`src/aes_pkg.sv`:
```
// ======================================
// shared AES-128 types, constants and byte functions
// key size is fixed at 128 bits, ten rounds
// S-box tables are constants and synthesize to ROM or logic
// byte 0 of a block sits in bits [127:120]
// ======================================

`default_nettype none

package aes_pkg;

  // ======================================
  // sizes
  // ======================================
  localparam int BLOCK_W = 128;
  localparam int NUM_BYTES = BLOCK_W / 8;
  localparam int ROUND_W = 4;
  localparam logic [ROUND_W-1:0] NUM_ROUNDS = 4'd10;
  localparam int NUM_ROUND_KEYS = 11;

  // ======================================
  // types
  // ======================================
  // cipher direction, encoding follows the mode pin
  typedef enum logic {
    AES_DECRYPT = 1'b0,
    AES_ENCRYPT = 1'b1
  } aes_mode_e;

  // job latched by the core on init
  typedef struct packed {
    aes_mode_e mode;
    logic [BLOCK_W-1:0] data;
  } aes_job_t;

  // top level sequencer
  typedef enum logic [1:0] {
    CORE_IDLE,
    CORE_EXPAND,
    CORE_CIPHER
  } aes_core_state_e;

  // ======================================
  // substitution tables
  // ======================================
  // entry 0 is leftmost
  localparam logic [0:255][7:0] SBOX_LUT = {
    128'h637c777bf26b6fc53001672bfed7ab76, 128'hca82c97dfa5947f0add4a2af9ca472c0,
    128'hb7fd9326363ff7cc34a5e5f171d83115, 128'h04c723c31896059a071280e2eb27b275,
    128'h09832c1a1b6e5aa0523bd6b329e32f84, 128'h53d100ed20fcb15b6acbbe394a4c58cf,
    128'hd0efaafb434d338545f9027f503c9fa8, 128'h51a3408f929d38f5bcb6da2110fff3d2,
    128'hcd0c13ec5f974417c4a77e3d645d1973, 128'h60814fdc222a908846eeb814de5e0bdb,
    128'he0323a0a4906245cc2d3ac629195e479, 128'he7c8376d8dd54ea96c56f4ea657aae08,
    128'hba78252e1ca6b4c6e8dd741f4bbd8b8a, 128'h703eb5664803f60e613557b986c11d9e,
    128'he1f8981169d98e949b1e87e9ce5528df, 128'h8ca1890dbfe6426841992d0fb054bb16
  };

  localparam logic [0:255][7:0] INV_SBOX_LUT = {
    128'h52096ad53036a538bf40a39e81f3d7fb, 128'h7ce339829b2fff87348e4344c4dee9cb,
    128'h547b9432a6c2233dee4c950b42fac34e, 128'h082ea16628d924b2765ba2496d8bd125,
    128'h72f8f66486689816d4a45ccc5d65b692, 128'h6c704850fdedb9da5e154657a78d9d84,
    128'h90d8ab008cbcd30af7e45805b8b34506, 128'hd02c1e8fca3f0f02c1afbd0301138a6b,
    128'h3a9111414f67dcea97f2cfcef0b4e673, 128'h96ac7422e7ad3585e2f937e81c75df6e,
    128'h47f11a711d29c5896fb7620eaa18be1b, 128'hfc563e4bc6d279209adbc0fe78cd5af4,
    128'h1fdda8338807c731b11210592780ec5f, 128'h60517fa919b54a0d2de57a9f93c99cef,
    128'ha0e03b4dae2af5b0c8ebbb3c83539961, 128'h172b047eba77d626e169146355210c7d
  };

  // ======================================
  // byte functions
  // ======================================
  function automatic logic [7:0] sbox(input logic [7:0] b);
    return SBOX_LUT[b];
  endfunction

  function automatic logic [7:0] inv_sbox(input logic [7:0] b);
    return INV_SBOX_LUT[b];
  endfunction

  // multiply by x modulo x^8+x^4+x^3+x+1
  function automatic logic [7:0] xtime(input logic [7:0] a);
    return {a[6:0], 1'b0} ^ (a[7] ? 8'h1b : 8'h00);
  endfunction

  // shift-and-add product in GF(2^8)
  function automatic logic [7:0] gf_mul(input logic [7:0] a, input logic [7:0] b);
    logic [7:0] acc;
    logic [7:0] p;
    acc = 8'h00;
    p = a;
    for (int i = 0; i < 8; i++) begin
      if (b[i]) begin
        acc = acc ^ p;
      end
      p = xtime(p);
    end
    return acc;
  endfunction

endpackage

`default_nettype wire

```
`src/aes_key_memory.sv`:
```
// ======================================
// AES-128 key schedule into eleven round-key registers
// one key per cycle, key 0 on the init edge, key 10 ten edges later
// read port is combinational, index must stay within 0..10
// a new init restarts expansion from the cipher key
// ======================================

`timescale 1ns/10ps
`default_nettype none

module aes_key_memory (
  input wire clk_in,
  input wire rst_in,
  input wire init_in,
  input wire [aes_pkg::BLOCK_W-1:0] key_in,
  input wire [aes_pkg::ROUND_W-1:0] round_rd,
  output logic [aes_pkg::BLOCK_W-1:0] key_out,
  output logic key_expanded_out
);

  // round key file
  logic [aes_pkg::BLOCK_W-1:0] rk_q [aes_pkg::NUM_ROUND_KEYS];
  // last key written, feeds the next step
  logic [aes_pkg::BLOCK_W-1:0] prev_q;
  logic [aes_pkg::BLOCK_W-1:0] next_key;
  logic [7:0] rcon_q;
  logic [aes_pkg::ROUND_W-1:0] cnt_q;
  logic busy_q;

  // ======================================
  // one expansion step
  // ======================================
  always_comb begin
    logic [31:0] w3_rot;
    logic [31:0] temp;
    logic [31:0] n0;
    logic [31:0] n1;
    logic [31:0] n2;
    // RotWord on the last word of the previous key
    w3_rot = {prev_q[23:0], prev_q[31:24]};
    // SubWord then round constant on the top byte
    temp = {aes_pkg::sbox(w3_rot[31:24]) ^ rcon_q, aes_pkg::sbox(w3_rot[23:16]),
            aes_pkg::sbox(w3_rot[15:8]), aes_pkg::sbox(w3_rot[7:0])};
    n0 = prev_q[127:96] ^ temp;
    n1 = prev_q[95:64] ^ n0;
    n2 = prev_q[63:32] ^ n1;
    next_key = {n0, n1, n2, prev_q[31:0] ^ n2};
  end

  // ======================================
  // sequencing
  // ======================================
  always_ff @(posedge clk_in) begin
    if (rst_in) begin
      busy_q <= 1'b0;
      cnt_q <= '0;
      key_expanded_out <= 1'b0;
    end else begin
      key_expanded_out <= 1'b0;
      if (init_in) begin
        busy_q <= 1'b1;
        cnt_q <= 4'd1;
      end else if (busy_q) begin
        if (cnt_q == aes_pkg::NUM_ROUNDS) begin
          // tenth key lands this edge
          busy_q <= 1'b0;
          cnt_q <= '0;
          key_expanded_out <= 1'b1;
        end else begin
          cnt_q <= cnt_q + 4'd1;
        end
      end
    end
  end

  // key storage
  always_ff @(posedge clk_in) begin
    if (init_in) begin
      rk_q[0] <= key_in;
      prev_q <= key_in;
      rcon_q <= 8'h01;
    end else if (busy_q) begin
      rk_q[cnt_q] <= next_key;
      prev_q <= next_key;
      // 01 02 04 ... 80 1b 36
      rcon_q <= aes_pkg::xtime(rcon_q);
    end
  end

  assign key_out = rk_q[round_rd];

  // the core maps both datapath counters into 0..10
  a_round_rd_range: assert property (@(posedge clk_in) disable iff (rst_in)
    round_rd <= aes_pkg::NUM_ROUNDS)
    else $error("key index %0d out of range", round_rd);

endmodule

`default_nettype wire

```
`config.mk`:
```
export PLATFORM = sky130hd
export DESIGN_NAME = aes_key_memory
export DESIGN_NICKNAME = d
export VERILOG_FILES = /design/src/aes_pkg.sv /design/src/aes_key_memory.sv
export SDC_FILE = /design/constraint.sdc
export NUM_CORES = 2
export LEC_CHECK = 0
export BUFFER_PORTS_ARGS = -buffer_cell sky130_fd_sc_hd__buf_2
export CORE_MARGIN = 2
export CORE_UTILIZATION = 57
export CTS_CLUSTER_SIZE = 30
export DETAILED_ROUTE_END_ITERATION = 8
export GPL_TIMING_DRIVEN = 0
export PLACE_DENSITY_LB_ADDON = 0.1
export REMOVE_ABC_BUFFERS = 1
export SLEW_MARGIN = 20
export SYNTH_ARGS = -nofsm -noshare
export SYNTH_HDL_FRONTEND = slang
export SYNTH_SLANG_ARGS = --single-unit
```
`constraint.sdc`:
```
create_clock -name clk_in -period 16.8 [get_ports clk_in]
set_clock_uncertainty 0.1 [all_clocks]
set_input_delay 2.52 -clock clk_in [delete_from_list [all_inputs] [get_ports clk_in]]
set_output_delay 2.52 -clock clk_in [all_outputs]
set_load 0.02 [all_outputs]
```
==> flow_summary_export.csv <==
group,metric,value,unit
grt,grt_util_all_layers,31.7,%
synth,ys_warn_count,0,
power,total_power,16600,µW
synth,synth_top_area_cell,"edfxtp_1",
sta,timing.final.setup_violations,0,
grt,number_of_global_route_vias_before_repair,48600,
setup_path,worstSetupPathType,"in2out",
die,dieWidth,372,µm
power,p_per_cell_area,189,mW/mm²
placed_design,place.detailed.instances,7046,
setup_path,timing.critical_path.from,"round_rd[0]",
sta,rsz0062_at_grt,"false",
synth,yosys-top-cells-count,"edfxtp_1 (1536), mux4_2 (449), nand2_1 (367)",
worst_hold_path,hp-start,"rcon_q[4]$_SDFFE_PP0P_",
setup_path,critical_path.cell_chain,"buf_8 > buf_16 > buf_16 > buf_16 > buf_16 > buf_16 > mux4_2 > mux4_2 > buf_2",
die,top_level_ports,264,
setup_path,setup_slack_reg_to_reg,10.62,ns
grt,grt_first_pass_wirelength,323000,µm
setup_path,r2r.worst_path.cells,12,
layout,syn2layout_area_growth,14.4,%
routing,routed-via-count,49700,
clock_tree,worstSkewPairLatency,0.80,ns
setup_path,cp-start-kind,"primary input",
synth,yosys-top-cells-area,"edfxtp_1 (60%), mux4_2 (13%), mux2_2 (3.3%), o21ai_0 (2.0%), nand2_1 (1.8%)",
worst_hold_path,cell_depth_of_the_worst_hold_path,2,
setup_path,rr_startpoint,"prev_q[17]$_DFFE_PP_",
setup_path,cp_slowest_stage_delay,0.57,ns
setup_path,slowest_cell_on_the_critical_path,"mux4_2",
clock_tree,post_cts.repair.setup_buffers,0,
synth,synth.yosys.seq_area_share,60.3,%
clock_tree,clockRootBuffer,"clkbuf_16",
power,max-vdd-ir-drop,0.000115,V
layout,num-nets-final,5634,
sta,worstMarginPinSlew,1.17,ns
synth,distinct_cell_type_count_of_the_synthesized_netlist,109,
clock_tree,cts_inserted_buffers,159,
worst_hold_path,hold_class,"reg2reg",
grt,grt_max_degree,104,
synth,synth_async_sr_flop_share,0,%
setup_path,critPathArrivalTime,6.16,ns
placed_design,pre_cts_ws,7.92,ns
setup_path,timing.rr.end,"rk_q[1][95]$_DFFE_PP_",
clock_tree,max-clock-path-buffers,3,
synth,synth.ff_latch_count,1550,
sta,post-route-min-period,8.78,ns
worst_hold_path,worst_hold_path.endpoint,"rcon_q[4]$_SDFFE_PP0P_",
sta,slew_headroom,22.3,%
placed_design,port_buffers,263,
layout,final-instance-count-excl-fill,7345,
routing,wl_per_cell,29.8,µm
sta,final-max-slew-violation-count,0,
die,row_count,134,
synth,synth_largest_type_area_fraction,59.9,%
grt,grt_antenna_before_repair,22,
setup_path,crit_path_end_kind,"output pin",
synth,ys_flop_type,"edfxtp_1",
run_status,outcome,"finished, final reports clean",
grt,grt_overflow,0,
setup_path,crit_required,14.18,ns
sta,max_freq,0.114,GHz
layout,share_of_post_route_cells_with_drive_strength_above_1,28.4,%
clock_tree,cts_htree_levels,4,
routing,postRouteAntennaNets,0,
setup_path,crit_path_frequent_cell,"buf_16",
sta,layout_setup_ws,8.02,ns
sta,worst_hold_slack,0.429,ns
flow_run,maxCapViolations,0,
layout,layout.filler_cells,9465,
clock_tree,tritoncts,"yes",
synth,post_synth_instance_area,0.0770,mm²
synth,synth_most_common_cell,"edfxtp_1",
placed_design,gpl.final_weighted_congestion,0.967,
die,initial_core_utilization,57.6,%
clock_tree,cts.sink_count,1550,
die,die_height,372,µm
synth,post_synth_inst_count,5153,
clock_tree,ctsResizeCount,0,
sta,layout_worst_path_cycle_share,52.3,%
routing,vias_per_cell,6.77,
sta,finalHoldViolCount,0,
synth,post_synth.cell_area_avg,14.9,µm²
synth,synth-edff-count,1536,
die,core,0.134,mm²
routing,drcViolationCount,0,
routing,drt_wl_total,219000,µm
routing,detailedRoute.firstPassIterationCount,6,
power,p_leak,0.0298,µW
clock_tree,worst_setup_hold_path_clk_slew,0.06,ns
clock_tree,cts_hold_buffers,0,
setup_path,critPathMaxFanout,63,
placed_design,dp_hpwl,148000,µm
die,die-area,0.138,mm²
routing,drt_first_iter_violations,6031,
[layout make-up]
cell class              instances  area, µm²  share of cell area [%]
flip-flops and latches       1550      46400                    52.7
inverters                      62        234                   0.266
well taps                    1768       2210                    2.51
multi-input cells            3091      28400                    32.3
diodes                          9       22.5                  0.0256
clock inverters                86        903                    1.03
repair buffers                575       5620                    6.38
clock buffers                 204       4230                    4.81
[layout by cell type (no fill, tap or decap), types with 52 or more instances in the layout]
cell          n
mux2i_1      52
clkbuf_16   162
o21ai_0     265
nor3_1       89
mux4_2      449
nand2b_1     88
nand3_1      91
a31oi_1      55
buf_16       57
edfxtp_1   1536
xor2_1       57
nor2b_1      79
buf_4        95
buf_2       305
a21oi_1     152
xnor2_1      93
nand2_1     367
buf_8        73
mux2_2      228
nor2_1      182
ha_1         60
[critical path: cells and delay by family]
kind	cells	cell delay, ns
mux	2	1.09
buf+inv	7	2.20
[per-stage QoR]
stage	instance area, µm²	setup TNS (ns)	utilization, %
5_1_grt	88100	0	65.8
2_1_floorplan	75000	-441.09	-
3_5_place_dp	82900	0	62.0
6_report	88100	0	65.8
4_1_cts	88000	0	65.8
3_3_place_gp	78500	-	58.7
[cells by family (layout without fill, tap and decap cells)]
kind of cell             after synthesis  after routing  synth area share [%]
flip-flops                          1550           1550                  60.3
AND/OR/NAND/NOR                     1112           1112                  7.10
AO/OA/AOI/OAI                       1002           1002                  8.88
multiplexers                         729            729                  17.1
buffers and inverters                512            927                  2.94
XOR/XNOR                             188            188                  2.70
adder cells (fa/ha/maj)               60             60                 0.975
other                                  0              9                     0
[flip-flops by register name, summed over array words and instances, names as in the netlist]
register          count
busy_q                1
cnt_q                 4
key_expanded_out      1
prev_q              128
rcon_q                8
rk_q               1408
[per-layer routing]
metal	GRT usage [%]	wire length, µm	vias up
li1	-	-	21200
met1	45.3	89300	25400
met2	49.5	103000	2576
met4	10.4	7310	16
met3	5.89	18700	467
met5	0	96	-
[worst max-delay path by stage]
stage                             endpoint  slack, ns  cells after the start
floorplan             rk_q[4][0]$_DFFE_PP_      -1.72                      2
finish                         key_out[79]       8.02                      9
detailed placement             key_out[79]       7.92                      9
CTS                            key_out[79]       7.91                      9
global route                   key_out[79]       7.74                      9
global placement    rk_q[8][102]$_DFFE_PP_     -39.10                      3
[report_power, final]
| part | total (µW) | switching (µW) | internal [µW] |
|---|---|---|---|
| registers | 5390 | 350 | 5040 |
| clock network | 3480 | 1500 | 1980 |
| logic | 7740 | 4680 | 3060 |
| total | 16600 | 6530 | 10100 |
(Power assumes the default switching activity.)
