<file path="src/aes_pkg.sv">
// ======================================
// shared AES-128 types, constants and byte functions
// key size is fixed at 128 bits, ten rounds
// S-box tables are constants and synthesize to ROM or logic
// byte 0 of a block sits in bits [127:120]
// ======================================

`default_nettype none

package aes_pkg;

  // ======================================
  // sizes
  // ======================================
  localparam int BLOCK_W = 128;
  localparam int NUM_BYTES = BLOCK_W / 8;
  localparam int ROUND_W = 4;
  localparam logic [ROUND_W-1:0] NUM_ROUNDS = 4'd10;
  localparam int NUM_ROUND_KEYS = 11;

  // ======================================
  // types
  // ======================================
  // cipher direction, encoding follows the mode pin
  typedef enum logic {
    AES_DECRYPT = 1'b0,
    AES_ENCRYPT = 1'b1
  } aes_mode_e;

  // job latched by the core on init
  typedef struct packed {
    aes_mode_e mode;
    logic [BLOCK_W-1:0] data;
  } aes_job_t;

  // top level sequencer
  typedef enum logic [1:0] {
    CORE_IDLE,
    CORE_EXPAND,
    CORE_CIPHER
  } aes_core_state_e;

  // ======================================
  // substitution tables
  // ======================================
  // entry 0 is leftmost
  localparam logic [0:255][7:0] SBOX_LUT = {
    128'h637c777bf26b6fc53001672bfed7ab76, 128'hca82c97dfa5947f0add4a2af9ca472c0,
    128'hb7fd9326363ff7cc34a5e5f171d83115, 128'h04c723c31896059a071280e2eb27b275,
    128'h09832c1a1b6e5aa0523bd6b329e32f84, 128'h53d100ed20fcb15b6acbbe394a4c58cf,
    128'hd0efaafb434d338545f9027f503c9fa8, 128'h51a3408f929d38f5bcb6da2110fff3d2,
    128'hcd0c13ec5f974417c4a77e3d645d1973, 128'h60814fdc222a908846eeb814de5e0bdb,
    128'he0323a0a4906245cc2d3ac629195e479, 128'he7c8376d8dd54ea96c56f4ea657aae08,
    128'hba78252e1ca6b4c6e8dd741f4bbd8b8a, 128'h703eb5664803f60e613557b986c11d9e,
    128'he1f8981169d98e949b1e87e9ce5528df, 128'h8ca1890dbfe6426841992d0fb054bb16
  };

  localparam logic [0:255][7:0] INV_SBOX_LUT = {
    128'h52096ad53036a538bf40a39e81f3d7fb, 128'h7ce339829b2fff87348e4344c4dee9cb,
    128'h547b9432a6c2233dee4c950b42fac34e, 128'h082ea16628d924b2765ba2496d8bd125,
    128'h72f8f66486689816d4a45ccc5d65b692, 128'h6c704850fdedb9da5e154657a78d9d84,
    128'h90d8ab008cbcd30af7e45805b8b34506, 128'hd02c1e8fca3f0f02c1afbd0301138a6b,
    128'h3a9111414f67dcea97f2cfcef0b4e673, 128'h96ac7422e7ad3585e2f937e81c75df6e,
    128'h47f11a711d29c5896fb7620eaa18be1b, 128'hfc563e4bc6d279209adbc0fe78cd5af4,
    128'h1fdda8338807c731b11210592780ec5f, 128'h60517fa919b54a0d2de57a9f93c99cef,
    128'ha0e03b4dae2af5b0c8ebbb3c83539961, 128'h172b047eba77d626e169146355210c7d
  };

  // ======================================
  // byte functions
  // ======================================
  function automatic logic [7:0] sbox(input logic [7:0] b);
    return SBOX_LUT[b];
  endfunction

  function automatic logic [7:0] inv_sbox(input logic [7:0] b);
    return INV_SBOX_LUT[b];
  endfunction

  // multiply by x modulo x^8+x^4+x^3+x+1
  function automatic logic [7:0] xtime(input logic [7:0] a);
    return {a[6:0], 1'b0} ^ (a[7] ? 8'h1b : 8'h00);
  endfunction

  // shift-and-add product in GF(2^8)
  function automatic logic [7:0] gf_mul(input logic [7:0] a, input logic [7:0] b);
    logic [7:0] acc;
    logic [7:0] p;
    acc = 8'h00;
    p = a;
    for (int i = 0; i < 8; i++) begin
      if (b[i]) begin
        acc = acc ^ p;
      end
      p = xtime(p);
    end
    return acc;
  endfunction

endpackage

`default_nettype wire

</file>
<file path="src/aes_encryption.sv">
// ======================================
// AES-128 cipher, one round per cycle
// key_in must follow round_out with no delay
// result and valid pulse one edge after round ten
// ======================================

`timescale 1ns/10ps
`default_nettype none

module aes_encryption (
  input wire clk_in,
  input wire rst_in,
  input wire init_in,
  input wire [aes_pkg::BLOCK_W-1:0] data_in,
  input wire [aes_pkg::BLOCK_W-1:0] key_in,
  output logic [aes_pkg::ROUND_W-1:0] round_out,
  output logic [aes_pkg::BLOCK_W-1:0] data_out,
  output logic valid_out
);

  logic [aes_pkg::BLOCK_W-1:0] state_q;
  logic [aes_pkg::BLOCK_W-1:0] round_state;
  logic [aes_pkg::ROUND_W-1:0] round_q;
  logic busy_q;

  // MixColumns on one column, byte 0 on top
  function automatic logic [31:0] mix_column(input logic [31:0] col);
    logic [7:0] a [4];
    logic [7:0] res [4];
    for (int i = 0; i < 4; i++) begin
      a[i] = col[31-8*i -: 8];
    end
    // 2 3 1 1 rotated per row
    for (int i = 0; i < 4; i++) begin
      res[i] = aes_pkg::xtime(a[i]) ^ aes_pkg::xtime(a[(i+1)%4]) ^ a[(i+1)%4] ^
               a[(i+2)%4] ^ a[(i+3)%4];
    end
    return {res[0], res[1], res[2], res[3]};
  endfunction

  // ======================================
  // round function
  // ======================================
  always_comb begin
    logic [aes_pkg::BLOCK_W-1:0] sub_s;
    logic [aes_pkg::BLOCK_W-1:0] shift_s;
    logic [aes_pkg::BLOCK_W-1:0] mix_s;
    for (int i = 0; i < aes_pkg::NUM_BYTES; i++) begin
      sub_s[127-8*i -: 8] = aes_pkg::sbox(state_q[127-8*i -: 8]);
    end
    // row r moves left by r columns
    for (int r = 0; r < 4; r++) begin
      for (int c = 0; c < 4; c++) begin
        shift_s[127-8*(r+4*c) -: 8] = sub_s[127-8*(r+4*((c+r)%4)) -: 8];
      end
    end
    for (int c = 0; c < 4; c++) begin
      mix_s[127-32*c -: 32] = mix_column(shift_s[127-32*c -: 32]);
    end
    // last round has no MixColumns
    round_state = ((round_q == aes_pkg::NUM_ROUNDS) ? shift_s : mix_s) ^ key_in;
  end

  // counter and busy flag
  always_ff @(posedge clk_in) begin
    if (rst_in) begin
      busy_q <= 1'b0;
      round_q <= '0;
      valid_out <= 1'b0;
    end else begin
      valid_out <= 1'b0;
      if (init_in) begin
        busy_q <= 1'b1;
        round_q <= 4'd1;
      end else if (busy_q) begin
        if (round_q == aes_pkg::NUM_ROUNDS) begin
          busy_q <= 1'b0;
          round_q <= '0;
          valid_out <= 1'b1;
        end else begin
          round_q <= round_q + 4'd1;
        end
      end
    end
  end

  // state register, initial AddRoundKey on init
  always_ff @(posedge clk_in) begin
    if (init_in) begin
      state_q <= data_in ^ key_in;
    end else if (busy_q) begin
      state_q <= round_state;
    end
  end

  assign round_out = round_q;
  assign data_out = state_q;

  a_valid_single: assert property (@(posedge clk_in) disable iff (rst_in)
    valid_out |=> !valid_out)
    else $error("encrypt valid held for two cycles");

  a_round_range: assert property (@(posedge clk_in) disable iff (rst_in)
    round_out <= aes_pkg::NUM_ROUNDS)
    else $error("encrypt round %0d past last round", round_out);

endmodule

`default_nettype wire

</file>
<file path="config.mk">
export PLATFORM = sky130hd
export DESIGN_NAME = aes_encryption
export DESIGN_NICKNAME = d
export VERILOG_FILES = /design/src/aes_pkg.sv /design/src/aes_encryption.sv
export SDC_FILE = /design/constraint.sdc
export NUM_CORES = 2
export LEC_CHECK = 0
export ABC_AREA = 0
export BUFFER_PORTS_ARGS = -buffer_cell sky130_fd_sc_hd__buf_2
export CAP_MARGIN = 40
export CELL_PAD_IN_SITES_DETAIL_PLACEMENT = 1
export CELL_PAD_IN_SITES_GLOBAL_PLACEMENT = 1
export CORE_ASPECT_RATIO = 0.8
export CORE_MARGIN = 8
export CORE_UTILIZATION = 47
export CTS_CLUSTER_SIZE = 30
export DETAILED_ROUTE_END_ITERATION = 6
export HOLD_SLACK_MARGIN = 0.15
export PLACE_DENSITY_LB_ADDON = 0.1
export SETUP_SLACK_MARGIN = 0.4
export SLEW_MARGIN = 20
export SYNTH_ARGS = -nofsm -noshare
export SYNTH_HDL_FRONTEND = slang
export SYNTH_SLANG_ARGS = --single-unit
</file>
<file path="constraint.sdc">
create_clock -name clk_in -period 6.2 [get_ports clk_in]
set_input_delay 1.55 -clock clk_in [delete_from_list [all_inputs] [get_ports clk_in]]
set_output_delay 1.55 -clock clk_in [all_outputs]
set_load 0.01 [all_outputs]
</file>
==> key figures <==
Synthesis
  – Top cells by count, synth: 793 x a21oi_1, 767 x o21ai_0, 698 x nand2_1, 649 x nor2_1, 591 x clkbuf_1
  – Synth Flop Type: edfxtp_1
  – Top area cells in the synthesized netlist: mux4_2 8.1%, a21oi_1 6.0%, edfxtp_1 5.9%, o21ai_0 5.9%, xnor2_1 5.1%
  – Synth Cell Area: 0.06560 mm^2
  – Post-synth EDFFs: 128
  – Synth Area in Adders: 0.04406
  – Area leader, netlist: mux4_2
  – Synth Register Bits: 134
  – Synth top area share: 0.08137
  – Synthesized netlist cell count: 9453
  – Register area share after synthesis: 0.06042
  – Top-count cell post-synth: a21oi_1
  – Synth Area per Inst: 6.940 um^2
  – Synth Area in Compound Gates: 0.3731
  – Xor/xnor share of the synthesized area: 0.09250
  – Simple-Gate Fraction of Synth Area: 0.2388
  – Post-synthesis mux area share: 0.1019
  – Ys async rst share: 0
  – Synth Warn #: 0
  – Synth Net Count: 9943
  – Unique masters post-synth: 115
  – Largest family of logic cells by synthesized area: compound AO/OA/AOI/OAI gates

Place
  – Pre-CTS WS: 0.8133 ns
  – Buffers added on ports: 391
  – Post-DP HPWL: 285400 um
  – Routability cong.: 1.097
  – Placed instance area: 0.06788 mm^2

Timing
  – Crit share post-route: 0.9041
  – Final TNS setup: 0 ns
  – Endpoints failing hold: 0
  – Clock skew: 0.02639 ns
  – Max transition margin: 0.2640
  – Final worst slack: 0.5947 ns
  – Max Slew Vio Count: 0
  – Crit path time final: 5.605 ns
  – Final setup fails: 0
  – RSZ-0062 raised after global routing: no
  – Worst slew pin tran: 1.104 ns
  – Max Clk Rate: 178.4 MHz

Clock network
  – Clock Latency Late Sink: 0.57 ns
  – Clk buf depth: 2
  – # Post-CTS Setup Buffers: 0
  – # clock sinks: 134
  – # H-tree levels: 4
  – CTS root buf: clkbuf_16
  – Post-CTS Hold Fix Bufs: 0
  – CTS tree: built
  – Resize count post-CTS: 0
  – CTS clk-pin slew, worst paths: 0.09 ns
  – Inserted Clock Buffers: 17

Detailed routing
  – DRC marker count from the first detailed-route iteration: 16929
  – Drt via density: 7.850
  – Via Count: 86213
  – Post-DRT Antenna Nets: 0
  – Per-cell routed wire length: 35.70 um
  – WL final: 392100 um
  – Pre-antenna DRT Iters: 7
  – DRC errors left: 28

Floorplan
  – Core Region: 0.1385 mm^2
  – DIE AREA: 0.1519 mm^2
  – DIE WIDTH: 433.7 um
  – Chip height: 350.2 um
  – IO Count: 392
  – Starting Density: 0.4738
  – Site Rows: 122

Hold path
  – Worst Hold Class: flop to flop

Layout
  – Share of layout cells above drive strength 1: 0.1407
  – Final core area utilization: 0.4973
  – Nets@finish: 9581
  – Design area: 0.06885 mm^2
  – Layout area overhead: 4.957%

Critical path
  – Worst Path Max Fanout: 27
  – Nature of the critical path endpoint: flop
  – Path type of the worst setup path: flop to flop
  – Worst EP required: 6.57 ns
  – Crit path DAT: 5.98 ns
  – Setup crit start kind: flop

Flow run
  – Max-cap violations: 0

Global route
  – Gr usage total: 0.4828
  – Initial antenna violation count: 27
  – Largest net degree at the start of global routing: 154
  – Vias in the first global route: 81016
  – GR Overflow Total: 0
  – First-pass GRT wire length: 566900 um

Outcome
  – Status: finished with violations
  – Violated checks: DRC
[per-layer routing]
metal / up-vias / share of wire / track usage
li1: 35158 / - / -
met1: 41664 / 0.37 / 0.6229
met2: 7665 / 0.39 / 0.6621
met3: 1708 / 0.16 / 0.1868
met4: 18 / 0.085 / 0.3184
met5: - / 0.00033 / 0
[registers in the layout (all words and copies together), names as in the netlist]
signal     flops
data_out     128
round_out      4
busy_q         1
valid_out      1
[cells in the final DEF, fill, tap and decap left out, types with 39 or more instances in the layout]
cell type  instances
o31ai_1          115
edfxtp_1         128
mux2i_1           88
o211ai_1         167
xor2_1           214
a311oi_1         144
o21ai_1           48
a311o_1           40
buf_4            305
inv_1            144
a221oi_1          94
o311a_1           51
nand2_1          694
nor2_1           647
a21oi_1          793
buf_2            394
a222oi_1          42
a22oi_1           57
and2_1            89
a211o_1           51
or3_1             56
nor2b_1          264
ha_1             231
o21ai_0          766
or2_2             80
a211oi_1         190
nand3_1          348
a2111oi_0         42
o21a_1            39
and3_1            72
o22ai_1           92
mux4_2           237
nor3b_1           53
a21o_1            46
a31oi_1          228
nand2b_1         340
o221ai_1          61
o311ai_0         142
xnor2_1          384
nor3_1           332
[stage by stage]
| step | hold WS (ns) | instances |
|---|---|---|
| final | 0.5818 | 10982 |
| after global routing | 0.6282 | 10972 |
| after CTS | 0.5751 | 10938 |
| after detailed placement | 0.5619 | 10906 |
| after global placement | 0.5391 | 10877 |
| after floorplan | 0.4941 | 9453 |
[critical path: stages, from the launching register on]
cell      delay (ns)
edfxtp_1        0.64
buf_4           0.45
ha_1            0.68
nor3b_1         0.69
nor3_1          0.11
a311oi_1        0.64
a21oi_1         0.15
mux4_2          0.61
xor2_1          0.39
xnor2_1         0.22
xnor2_1         0.14
a222oi_1        0.24
buf_4           0.24
xnor2_1         0.20
[final cells by class]
class                           count  area, um^2
Tap cell                         1860        2327
Timing Repair Buffer              763        5388
Multi-Input combinational cell   7984       55820
Antenna cell                       18       45.04
Clock inverter                     15       158.9
Inverter                          191       719.4
Fill cell                       17988       69600
Sequential cell                   134        3964
Clock buffer                       17       425.4
[cell families (layout without fill, tap and decap cells)]
| group | after synthesis | in the layout |
|---|---|---|
| compound gates | 3610 | 3610 |
| xor+xnor | 637 | 637 |
| fa+ha+maj | 231 | 231 |
| buf+inv | 1335 | 986 |
| flops | 134 | 134 |
| mux | 364 | 364 |
| other cells | 0 | 18 |
| simple gates | 3142 | 3142 |
[worst paths after layout]
kind	cells after the start	to	slack (ns)	startpoint
max	13	data_out[80]	0.59	data_out[9]
min	2	round_out[0]	0.58	busy_q
max reg2reg	13	data_out[80]	0.59	data_out[9]
min reg2reg	2	round_out[0]	0.58	busy_q
Power is left out: the tool's default activity adds up to more than one toggle a clock period on the data nets, which glitch-free logic cannot reach.
